File: src/hw/oflow_config.svh
`ifndef OFLOW_CONFIG_SVH
`define OFLOW_CONFIG_SVH

// ------------------------------------------------------------
// feature field widths
// ------------------------------------------------------------
`define OFLOW_COORD_LEN  8   // one box corner coordinate
`define OFLOW_SIZE_LEN   8   // box width / height
`define OFLOW_COLOR_LEN  24  // packed rgb colour value
`define OFLOW_HIST_LEN   3   // history depth of a record

// ------------------------------------------------------------
// score arithmetic
// ------------------------------------------------------------
`define OFLOW_WEIGHT_LEN 4   // unsigned weight per term
`define OFLOW_FRAC_BITS  10  // q.10 fixed point, 1024 == 1.0
`define OFLOW_SCORE_LEN  40  // room for six weighted q24.10 terms

// ------------------------------------------------------------
// history store
// ------------------------------------------------------------
`define OFLOW_NUM_OBJ    8   // stored records
`define OFLOW_ID_LEN     3   // log2 of record count

`endif

File: src/hw/oflow_pkg.sv
`include "oflow_config.svh"

package oflow_pkg;

	// plain vectors for the widths with a meaning
	typedef logic [`OFLOW_COORD_LEN-1:0]  coord_t;
	typedef logic [`OFLOW_SIZE_LEN-1:0]   size_t;
	typedef logic [`OFLOW_COLOR_LEN-1:0]  color_t;
	typedef logic [`OFLOW_HIST_LEN-1:0]   hist_t;
	typedef logic [`OFLOW_WEIGHT_LEN-1:0] weight_t;
	typedef logic [`OFLOW_SCORE_LEN-1:0]  score_t;
	typedef logic [`OFLOW_ID_LEN-1:0]     id_t;
	typedef logic [`OFLOW_FRAC_BITS:0]    iou_t;  // q0.10, 1024 is a full overlap

	// bounding box, corners in msb-first order
	typedef struct packed {
		coord_t x_tl;
		coord_t y_tl;
		coord_t x_br;
		coord_t y_br;
	} position_t;

	// one tracked object record, 99 bits
	typedef struct packed {
		position_t pos;
		size_t     width;
		size_t     height;
		color_t    color1;
		color_t    color2;
		hist_t     hist;
	} feature_t;

	typedef enum logic [1:0] {idle_st, calc_st, sum_st} metric_state_t;
	typedef enum logic [1:0] {wait_req_st, busy_st, ack_st} hs_state_t;

endpackage

File: src/hw/oflow_feature_if.sv
`timescale 1ns/1ps

// history buffer -> similarity metric
interface oflow_feature_if import oflow_pkg::*; ();
	logic     start;          // one entry ready to be scored
	feature_t prev_features;  // the stored record
	id_t      entry_id;
	logic     last;           // final entry of this request
	logic     read_next;      // metric asks for the next record

	modport source (output start, prev_features, entry_id, last, input read_next);
	modport sink   (input start, prev_features, entry_id, last, output read_next);
endinterface

// similarity metric -> match selector
interface oflow_score_if import oflow_pkg::*; ();
	logic   valid;     // single-cycle pulse per entry
	score_t score;
	id_t    entry_id;
	logic   last;
	logic   first;     // entry 0, restarts the minimum search

	modport source (output valid, score, entry_id, last, first);
	modport sink   (input valid, score, entry_id, last, first);
endinterface

File: src/hw/oflow_calc_iou.sv
`timescale 1ns/1ps
`include "oflow_config.svh"

module oflow_calc_iou
	import oflow_pkg::*;
(
	input  logic      clk,
	input  logic      reset_N,
	input  logic      start,
	input  position_t box_cur,
	input  position_t box_prev,
	input  size_t     w_cur,
	input  size_t     h_cur,
	input  size_t     w_prev,
	input  size_t     h_prev,
	output logic      valid_iou,
	output iou_t      iou
);

	localparam int AREA_LEN  = 2 * `OFLOW_SIZE_LEN;
	localparam int UNI_LEN   = AREA_LEN + 1;        // sum of two areas
	localparam int DIV_STEPS = `OFLOW_FRAC_BITS + 1; // one quotient bit each

	coord_t x_lo, x_hi, y_lo, y_hi;       // overlap corners
	size_t  ov_w_q, ov_h_q;
	logic [AREA_LEN-1:0] area_cur_q, area_prev_q, inter;
	logic [UNI_LEN-1:0]  uni, uni_q, rem_q;
	logic [UNI_LEN:0]    trial;
	logic [`OFLOW_FRAC_BITS:0] num_q;     // low dividend bits still to shift in
	iou_t quo_q;
	logic q_bit;
	logic uni_zero_q;
	logic s1_q, div_busy;
	logic [3:0] step_cnt;

	// ------------------------------------------------------------
	// overlap box and union
	// ------------------------------------------------------------
	assign x_lo = (box_cur.x_tl > box_prev.x_tl) ? box_cur.x_tl : box_prev.x_tl;
	assign x_hi = (box_cur.x_br < box_prev.x_br) ? box_cur.x_br : box_prev.x_br;
	assign y_lo = (box_cur.y_tl > box_prev.y_tl) ? box_cur.y_tl : box_prev.y_tl;
	assign y_hi = (box_cur.y_br < box_prev.y_br) ? box_cur.y_br : box_prev.y_br;

	assign inter = ov_w_q * ov_h_q;
	assign uni   = area_cur_q + area_prev_q - inter;

	// restoring step, next dividend bit appended to the remainder
	assign trial = {rem_q, num_q[`OFLOW_FRAC_BITS]};
	assign q_bit = (trial >= {1'b0, uni_q});

	assign iou = uni_zero_q ? '0 : quo_q;  // empty union gives no overlap

	// ------------------------------------------------------------
	// sequencing, 2 area cycles then DIV_STEPS divider cycles
	// ------------------------------------------------------------
	always_ff @(posedge clk or negedge reset_N) begin
		if (!reset_N) begin
			s1_q      <= 1'b0;
			div_busy  <= 1'b0;
			step_cnt  <= '0;
			valid_iou <= 1'b0;
		end else begin
			valid_iou <= 1'b0;
			s1_q      <= start;
			if (s1_q) begin
				div_busy <= 1'b1;
				step_cnt <= 4'(DIV_STEPS);
			end else if (div_busy) begin
				step_cnt <= step_cnt - 4'd1;
				if (step_cnt == 4'd1) begin  // last quotient bit this edge
					div_busy  <= 1'b0;
					valid_iou <= 1'b1;
				end
			end
		end
	end

	// datapath
	always_ff @(posedge clk) begin
		if (start) begin
			ov_w_q      <= (x_hi > x_lo) ? size_t'(x_hi - x_lo) : '0;  // clamp at 0
			ov_h_q      <= (y_hi > y_lo) ? size_t'(y_hi - y_lo) : '0;
			area_cur_q  <= w_cur * h_cur;    // sizes from fields, not corners
			area_prev_q <= w_prev * h_prev;
		end
		if (s1_q) begin
			// dividend is inter << 10, top part preloaded into the remainder
			uni_q      <= uni;
			uni_zero_q <= (uni == '0);
			rem_q      <= UNI_LEN'(inter >> 1);
			num_q      <= {inter[0], {`OFLOW_FRAC_BITS{1'b0}}};
		end else if (div_busy) begin
			rem_q <= q_bit ? UNI_LEN'(trial - {1'b0, uni_q}) : trial[UNI_LEN-1:0];
			num_q <= num_q << 1;
			quo_q <= {quo_q[`OFLOW_FRAC_BITS-1:0], q_bit};
		end
	end

endmodule

File: src/hw/oflow_history_buffer.sv
`timescale 1ns/1ps
`include "oflow_config.svh"

module oflow_history_buffer
	import oflow_pkg::*;
(
	input  logic     clk,
	input  logic     reset_N,
	input  logic     wr_en,
	input  id_t      wr_addr,
	input  feature_t wr_data,
	input  logic     req,
	input  logic     ack,
	input  logic     done,      // metric valid, one entry scored
	oflow_feature_if.source feat
);

	feature_t mem [`OFLOW_NUM_OBJ];

	id_t  ptr;
	logic req_q;
	logic busy;       // walking the records
	logic launch_q;   // first start one cycle after the request
	logic final_q;    // last entry already handed out
	logic new_req;
	logic last_entry;

	// ------------------------------------------------------------
	// record memory, host write port
	// ------------------------------------------------------------
	always_ff @(posedge clk) begin
		if (wr_en)
			mem[wr_addr] <= wr_data;
	end

	assign feat.prev_features = mem[ptr];
	assign feat.entry_id      = ptr;
	assign last_entry         = (ptr == id_t'(`OFLOW_NUM_OBJ - 1));
	assign feat.last          = last_entry;

	// rising req, only between transactions
	assign new_req = req & ~req_q & ~ack & ~busy;

	// ------------------------------------------------------------
	// read sequencer
	// ------------------------------------------------------------
	always_ff @(posedge clk or negedge reset_N) begin
		if (!reset_N) begin
			req_q      <= 1'b0;
			busy       <= 1'b0;
			launch_q   <= 1'b0;
			final_q    <= 1'b0;
			ptr        <= '0;
			feat.start <= 1'b0;
		end else begin
			req_q    <= req;
			launch_q <= new_req;
			feat.start <= launch_q | (done & busy & ~final_q);  // next entry after valid
			if (new_req) begin
				busy    <= 1'b1;
				final_q <= 1'b0;
				ptr     <= '0;
			end else begin
				if (feat.read_next) begin
					if (last_entry)
						final_q <= 1'b1;   // hold ptr on the final record
					else
						ptr <= ptr + id_t'(1);
				end
				if (done && final_q)
					busy <= 1'b0;   // whole history scored
			end
		end
	end

endmodule

File: src/hw/oflow_similarity_metric.sv
`timescale 1ns/1ps
`include "oflow_config.svh"

module oflow_similarity_metric
	import oflow_pkg::*;
(
	input  logic     clk,
	input  logic     reset_N,
	input  weight_t  iou_weight,
	input  weight_t  w_weight,
	input  weight_t  h_weight,
	input  weight_t  color1_weight,
	input  weight_t  color2_weight,
	input  weight_t  hist_weight,
	input  feature_t cur_features,
	oflow_feature_if.sink   feat,
	oflow_score_if.source   res
);

	localparam int HIST_TERM_LEN = 1 << `OFLOW_HIST_LEN;  // 1 << hist fits here

	metric_state_t state, next_state;

	logic start_iou;
	logic valid_iou;
	iou_t iou, iou_q;

	size_t  w_dist_q, h_dist_q;
	color_t c1_dist_q, c2_dist_q;
	logic [HIST_TERM_LEN-1:0] hist_term_q;
	id_t  id_q;
	logic last_q;

	score_t iou_term, w_term, h_term, c1_term, c2_term, hist_term;

	// ------------------------------------------------------------
	// iou of current box against the stored one
	// ------------------------------------------------------------
	oflow_calc_iou i_calc_iou (
		.clk       (clk),
		.reset_N   (reset_N),
		.start     (start_iou),
		.box_cur   (cur_features.pos),
		.box_prev  (feat.prev_features.pos),
		.w_cur     (cur_features.width),
		.h_cur     (cur_features.height),
		.w_prev    (feat.prev_features.width),
		.h_prev    (feat.prev_features.height),
		.valid_iou (valid_iou),
		.iou       (iou)
	);

	// ------------------------------------------------------------
	// fsm
	// ------------------------------------------------------------
	always_ff @(posedge clk or negedge reset_N) begin
		if (!reset_N) begin
			state     <= idle_st;
			start_iou <= 1'b0;
		end else begin
			state     <= next_state;
			start_iou <= (state == idle_st) && feat.start;  // one cycle behind start
		end
	end

	always_comb begin
		next_state = state;
		case (state)
			idle_st: if (feat.start) next_state = calc_st;
			calc_st: if (valid_iou) next_state = sum_st;
			sum_st:  next_state = idle_st;
			default: next_state = idle_st;
		endcase
	end

	// prefetch the next record two cycles before its start
	assign feat.read_next = (state == calc_st) && valid_iou;

	// ------------------------------------------------------------
	// distance terms, refreshed while the iou runs
	// ------------------------------------------------------------
	always_ff @(posedge clk) begin
		if (state == idle_st && feat.start) begin
			id_q   <= feat.entry_id;   // pointer moves before valid
			last_q <= feat.last;
		end
		if (state == calc_st) begin
			w_dist_q    <= size_t'(l1_dist(color_t'(feat.prev_features.width),
				color_t'(cur_features.width)));
			h_dist_q    <= size_t'(l1_dist(color_t'(feat.prev_features.height),
				color_t'(cur_features.height)));
			c1_dist_q   <= l1_dist(feat.prev_features.color1, cur_features.color1);
			c2_dist_q   <= l1_dist(feat.prev_features.color2, cur_features.color2);
			hist_term_q <= {{(HIST_TERM_LEN-1){1'b0}}, 1'b1} << feat.prev_features.hist;
			if (valid_iou)
				iou_q <= iou;
		end
	end

	// ------------------------------------------------------------
	// weighted score, q.10
	// ------------------------------------------------------------
	assign iou_term  = score_t'(iou_weight) *
		((score_t'(1) << `OFLOW_FRAC_BITS) - score_t'(iou_q));  // 1 - iou
	assign w_term    = score_t'(w_weight) * (score_t'(w_dist_q) << `OFLOW_FRAC_BITS);
	assign h_term    = score_t'(h_weight) * (score_t'(h_dist_q) << `OFLOW_FRAC_BITS);
	assign c1_term   = score_t'(color1_weight) * (score_t'(c1_dist_q) << `OFLOW_FRAC_BITS);
	assign c2_term   = score_t'(color2_weight) * (score_t'(c2_dist_q) << `OFLOW_FRAC_BITS);
	assign hist_term = score_t'(hist_weight) * (score_t'(hist_term_q) << `OFLOW_FRAC_BITS);

	assign res.score    = iou_term + w_term + h_term + c1_term + c2_term + hist_term;
	assign res.valid    = (state == sum_st);
	assign res.entry_id = id_q;
	assign res.last     = last_q;
	assign res.first    = (id_q == '0);

	// absolute difference, widest field
	function automatic color_t l1_dist(input color_t a, input color_t b);
		l1_dist = (a > b) ? (a - b) : (b - a);
	endfunction

endmodule

File: src/hw/oflow_match_selector.sv
`timescale 1ns/1ps

module oflow_match_selector
	import oflow_pkg::*;
(
	input  logic   clk,
	input  logic   reset_N,
	input  logic   req,
	oflow_score_if.sink res,
	output logic   ack,
	output id_t    best_id,
	output score_t best_score
);

	hs_state_t state;

	// ------------------------------------------------------------
	// running minimum
	// ------------------------------------------------------------
	always_ff @(posedge clk) begin
		// strict compare keeps the lower id on a tie
		if (res.valid && (res.first || res.score < best_score)) begin
			best_score <= res.score;
			best_id    <= res.entry_id;
		end
	end

	// ------------------------------------------------------------
	// four-phase ack side
	// ------------------------------------------------------------
	always_ff @(posedge clk or negedge reset_N) begin
		if (!reset_N) begin
			state <= wait_req_st;
		end else begin
			case (state)
				wait_req_st: if (req) state <= busy_st;
				busy_st:     if (res.valid && res.last) state <= ack_st;  // result settled
				ack_st:      if (!req) state <= wait_req_st;               // host released
				default:     state <= wait_req_st;
			endcase
		end
	end

	assign ack = (state == ack_st);

endmodule

File: src/hw/oflow_tracker_top.sv
`timescale 1ns/1ps

module oflow_tracker_top
	import oflow_pkg::*;
(
	input  logic     clk,
	input  logic     reset_N,
	// history write port
	input  logic     wr_en,
	input  id_t      wr_addr,
	input  feature_t wr_data,
	// request side
	input  logic     req,
	input  feature_t cur_features,
	input  weight_t  iou_weight,
	input  weight_t  w_weight,
	input  weight_t  h_weight,
	input  weight_t  color1_weight,
	input  weight_t  color2_weight,
	input  weight_t  hist_weight,
	// result
	output logic     ack,
	output id_t      best_id,
	output score_t   best_score
);

	oflow_feature_if feat_if ();
	oflow_score_if   score_if ();

	// ------------------------------------------------------------
	// record store and sequencer
	// ------------------------------------------------------------
	oflow_history_buffer i_history_buffer (
		.clk     (clk),
		.reset_N (reset_N),
		.wr_en   (wr_en),
		.wr_addr (wr_addr),
		.wr_data (wr_data),
		.req     (req),
		.ack     (ack),
		.done    (score_if.valid),  // scored entry frees the next start
		.feat    (feat_if.source)
	);

	// per-entry score
	oflow_similarity_metric i_similarity_metric (
		.clk           (clk),
		.reset_N       (reset_N),
		.iou_weight    (iou_weight),
		.w_weight      (w_weight),
		.h_weight      (h_weight),
		.color1_weight (color1_weight),
		.color2_weight (color2_weight),
		.hist_weight   (hist_weight),
		.cur_features  (cur_features),
		.feat          (feat_if.sink),
		.res           (score_if.source)
	);

	// best match and handshake
	oflow_match_selector i_match_selector (
		.clk        (clk),
		.reset_N    (reset_N),
		.req        (req),
		.res        (score_if.sink),
		.ack        (ack),
		.best_id    (best_id),
		.best_score (best_score)
	);

endmodule

File: config.mk
export PLATFORM = sky130hd
export DESIGN_NAME = oflow_tracker_top
export DESIGN_NICKNAME = d
export VERILOG_FILES = /design/src/hw/oflow_pkg.sv /design/src/hw/oflow_feature_if.sv /design/src/hw/oflow_calc_iou.sv /design/src/hw/oflow_history_buffer.sv /design/src/hw/oflow_similarity_metric.sv /design/src/hw/oflow_match_selector.sv /design/src/hw/oflow_tracker_top.sv
export VERILOG_INCLUDE_DIRS = /design/src /design/src/hw
export SDC_FILE = /design/constraint.sdc
export NUM_CORES = 2
export LEC_CHECK = 0
export ABC_AREA = 1
export BUFFER_PORTS_ARGS = -buffer_cell sky130_fd_sc_hd__clkbuf_2
export CORE_ASPECT_RATIO = 1.1
export CORE_MARGIN = 4
export CORE_UTILIZATION = 54
export DETAILED_ROUTE_END_ITERATION = 8
export GPL_TIMING_DRIVEN = 1
export MAX_ROUTING_LAYER = met4
export PLACE_DENSITY_LB_ADDON = 0.05
export SETUP_SLACK_MARGIN = 0.4
export SLEW_MARGIN = 20
export SYNTH_ARGS = -nofsm -noshare
export SYNTH_HDL_FRONTEND = slang
export SYNTH_SLANG_ARGS = --single-unit
File: constraint.sdc
create_clock -name clk -period 17.1 [get_ports clk]
set_clock_uncertainty 0.2 [all_clocks]
set_input_delay 0 -clock clk [delete_from_list [all_inputs] [get_ports clk]]
set_output_delay 0 -clock clk [all_outputs]
set_load 0.1 [all_outputs]
==> results.toml <==
[global_routing]
busiest_layer = "met2"
antenna_found_initial = 39
grt_pass1_vias = 54300
grt_use_met2_pct = 44.9
grt_use_total_pct = 26.9
grt_max_degree = 198
grt_pass1_wl_mm = 296
use_met3_pct = 3.10
globalRouteMet1Util_pct = 35.3
grt_overflow_total = 0

[clock_network]
clockBufferDepth = 3
numCtsBuffers = 107
path_clk_slew_ps = 50
clk_latency_ps = 750
root_buffer = "clkbuf_16"
cts_tree = "done"
clock_sinks = 1037
cts_setup_buffers = 0
htreeDepth = 3

[worst_setup_path]
endpoint_kind = "flip-flop"
cp_max_fo = 43
worstPathArrival_ps = 9750
worstRegToRegCells = 39
cp.required_ps = 17250
start_kind = "flip-flop"
crit_slowest_cell = "fa_1"
cp-endpoint = "i_match_selector.best_score[37]"
r2r-start = "i_similarity_metric.c2_dist_q[3]"
crit_start = "i_similarity_metric.c2_dist_q[3]"
worstSetupPathType = "reg -> reg"
ff2ff_setup_slack_ps = 7500
r2r_end = "i_match_selector.best_score[37]"
max_stage_delay_ps = 530

[yosys]
yosys_warnings = 0
synth_top_area_share_pct = 41.5
yosysTopAreaCell = "edfxtp_1"
synth_nets = 9135
synth_edf_count = 1015
syn_area_per_cell_um2 = 9.21
syn_inst = 7967
async_flop_share_pct = 1.93
yosysUniqueCellTypes = 66
seq_area_frac_synth_pct = 42.3
ys_ff_latch = 1037
synth_area_um2 = 73400
ys.flop_type = "edfxtp_1"
synthTopCellsByArea = "edfxtp_1 42%, fa_1 11%, ha_1 9.2%, nand2_1 8.0%, inv_1 6.8%"

[timing]
tns_ps = 0
slew_headroom_pct = 32.5
finalHoldViolCount = 0
worst_slew_pin_slew_ps = 1010
fin_crit_sh_pct = 56.1
period_needed_ps = 9600
whs_ps = 45.6
rsz0062_at_grt = "false"
setup_viol = 0
finalMaxSlewViolations = 0
fmax_ghz = 0.104

[outcome]
outcome = "completed"

[placement]
place_congestion = 0.938
port_buffers = 269
dpl_cell_area_um2 = 75900
hpwl_mm = 136

[routing]
finalWirelength_mm = 188
vias_per_cell = 5.30
route.detailed.drc = 0
antenna_left = 0
drtIter0Drc = 3891
vias = 54900
drtPass1Iterations = 7
routedWlPerCell_um = 18.1

[floorplanning]
die_area_um2 = 142000
die_w_um = 360
fp.coreArea_um2 = 135000
ios = 273
placementRows = 141
initial_core_util_pct = 54.5
die_h_um = 395

[final_layout]
finish.instance_area_um2 = 83000
area_growth_pct = 13.1
num-nets-final = 9619
final_layout_size_suffix_gt1_share_pct = 7.60

[run]
max_cap_violations = 0

[worst_hold_path]
hold_path_class = "in -> reg"
## layer usage
| layer | up-vias | part of all wire (%) |
|---|---|---|
| met2 | 1161 | 49 |
| met3 | 255 | 4.6 |
| met4 | 0 | 2.5 |
| met5 | - | 0 |
| met1 | 26400 | 44 |
| li1 | 27100 | - |
## how the worst min path moves through the flow
stage                                start                                        to  cells past startpoint
final                     cur_features[79]  i_similarity_metric.i_calc_iou.ov_w_q[4]                      6
after global routing            wr_data[2]                i_history_buffer.mem[4][2]                      2
after CTS                 cur_features[81]  i_similarity_metric.i_calc_iou.ov_w_q[7]                      8
after detailed placement           reset_N                 i_match_selector.state[0]                      1
after global placement             reset_N                    i_history_buffer.req_q                      1
after floorplan                    reset_N                     i_history_buffer.busy                      0
## worst max-delay path, delay by kind of cell (launching register included)
family          cells  cell delay, ps
simple gates       11            1250
flops               1             450
buf+inv             8             810
compound gates     10            2340
fa+ha+maj           9            3910
xor+xnor            1             220
## layout make-up
cell class | count | area [µm²]
repair buffers | 644 | 5020
flip-flops and latches | 1037 | 31000
clock inverters | 73 | 878
diodes | 35 | 87.6
multi-input cells | 5277 | 35800
well taps | 1787 | 2240
fillers | 11700 | 51600
clock buffers | 124 | 2740
inverters | 1384 | 5220
## registers in the layout (all words and copies together) (netlist names), 4 cells and up
signal	count
i_similarity_metric.iou_q	11
i_similarity_metric.c1_dist_q	24
i_similarity_metric.i_calc_iou.quo_q	11
i_similarity_metric.h_dist_q	8
i_similarity_metric.w_dist_q	8
i_similarity_metric.i_calc_iou.area_prev_q	16
i_similarity_metric.i_calc_iou.ov_w_q	8
i_similarity_metric.i_calc_iou.area_cur_q	16
i_similarity_metric.c2_dist_q	24
i_similarity_metric.hist_term_q	8
i_history_buffer.mem	792
i_match_selector.best_score	40
i_similarity_metric.i_calc_iou.ov_h_q	8
i_similarity_metric.i_calc_iou.uni_q	17
i_similarity_metric.i_calc_iou.rem_q	17
i_similarity_metric.i_calc_iou.step_cnt	4
## logic make-up after synthesis
group / Yosys count / synth area share [%]
AND/OR/NAND/NOR: 2717 / 15.0
AO/OA/AOI/OAI: 1393 / 10.8
adder cells (fa/ha/maj): 939 / 20.1
XOR/XNOR: 224 / 2.67
buffers and inverters: 1653 / 9.08
flip-flops: 1037 / 42.3
multiplexers: 4 / 0.0546
## repair_timing
item                      in CTS  in global routing
hold buffers                 339                  0
resized for setup              0                  0
hold endpoints to repair     960                  0
## through the flow
stage                     setup slack, ps  util (%)  cells
after floorplan                      7430         -   7967
after global placement               7440      56.4   9790
after detailed placement             7420      56.4   9790
after CTS                            7420      61.6  10300
after global routing                 6910      61.7  10400
final                                7500      61.7  10400
## cells in the mapped netlist, drive strengths merged, types with 3 or more instances
library cell and instances:
nand2 1589, inv 1380, edfxtp 1015, nor2 766
o21ai 716, ha 539, fa 400, a21oi 346
nand3 233, o22ai 181, xor2 146, clkbuf 139
buf 130, xnor2 78, nand4 49, nor3 44
o21bai 32, a21o 21, dfrtp 20, o221ai 18
a31oi 15, o211ai 14, a211oi 13, nand3b 12
o21a 12, a21boi 10, or2 10, nor4 6
a221oi 4, clkinv 4, mux2i 4, o2111ai 4
nor3b 3
## layout by cell type (no fill, tap or decap), types with 78 or more instances in the layout
| cell | count |
|---|---|
| o22ai_1 | 180 |
| o21ai_1 | 102 |
| fa_1 | 400 |
| dlygate4sd3_1 | 339 |
| xor2_1 | 146 |
| ha_1 | 539 |
| nor2_1 | 748 |
| a21oi_1 | 340 |
| xnor2_1 | 78 |
| nand3_1 | 224 |
| inv_1 | 1334 |
| edfxtp_1 | 1015 |
| clkbuf_16 | 107 |
| o21ai_0 | 568 |
| clkbuf_2 | 269 |
| nand2_1 | 1556 |
Power is not shown: default switching activity piles up to over one toggle a cycle in this logic, so the estimate is an artifact.
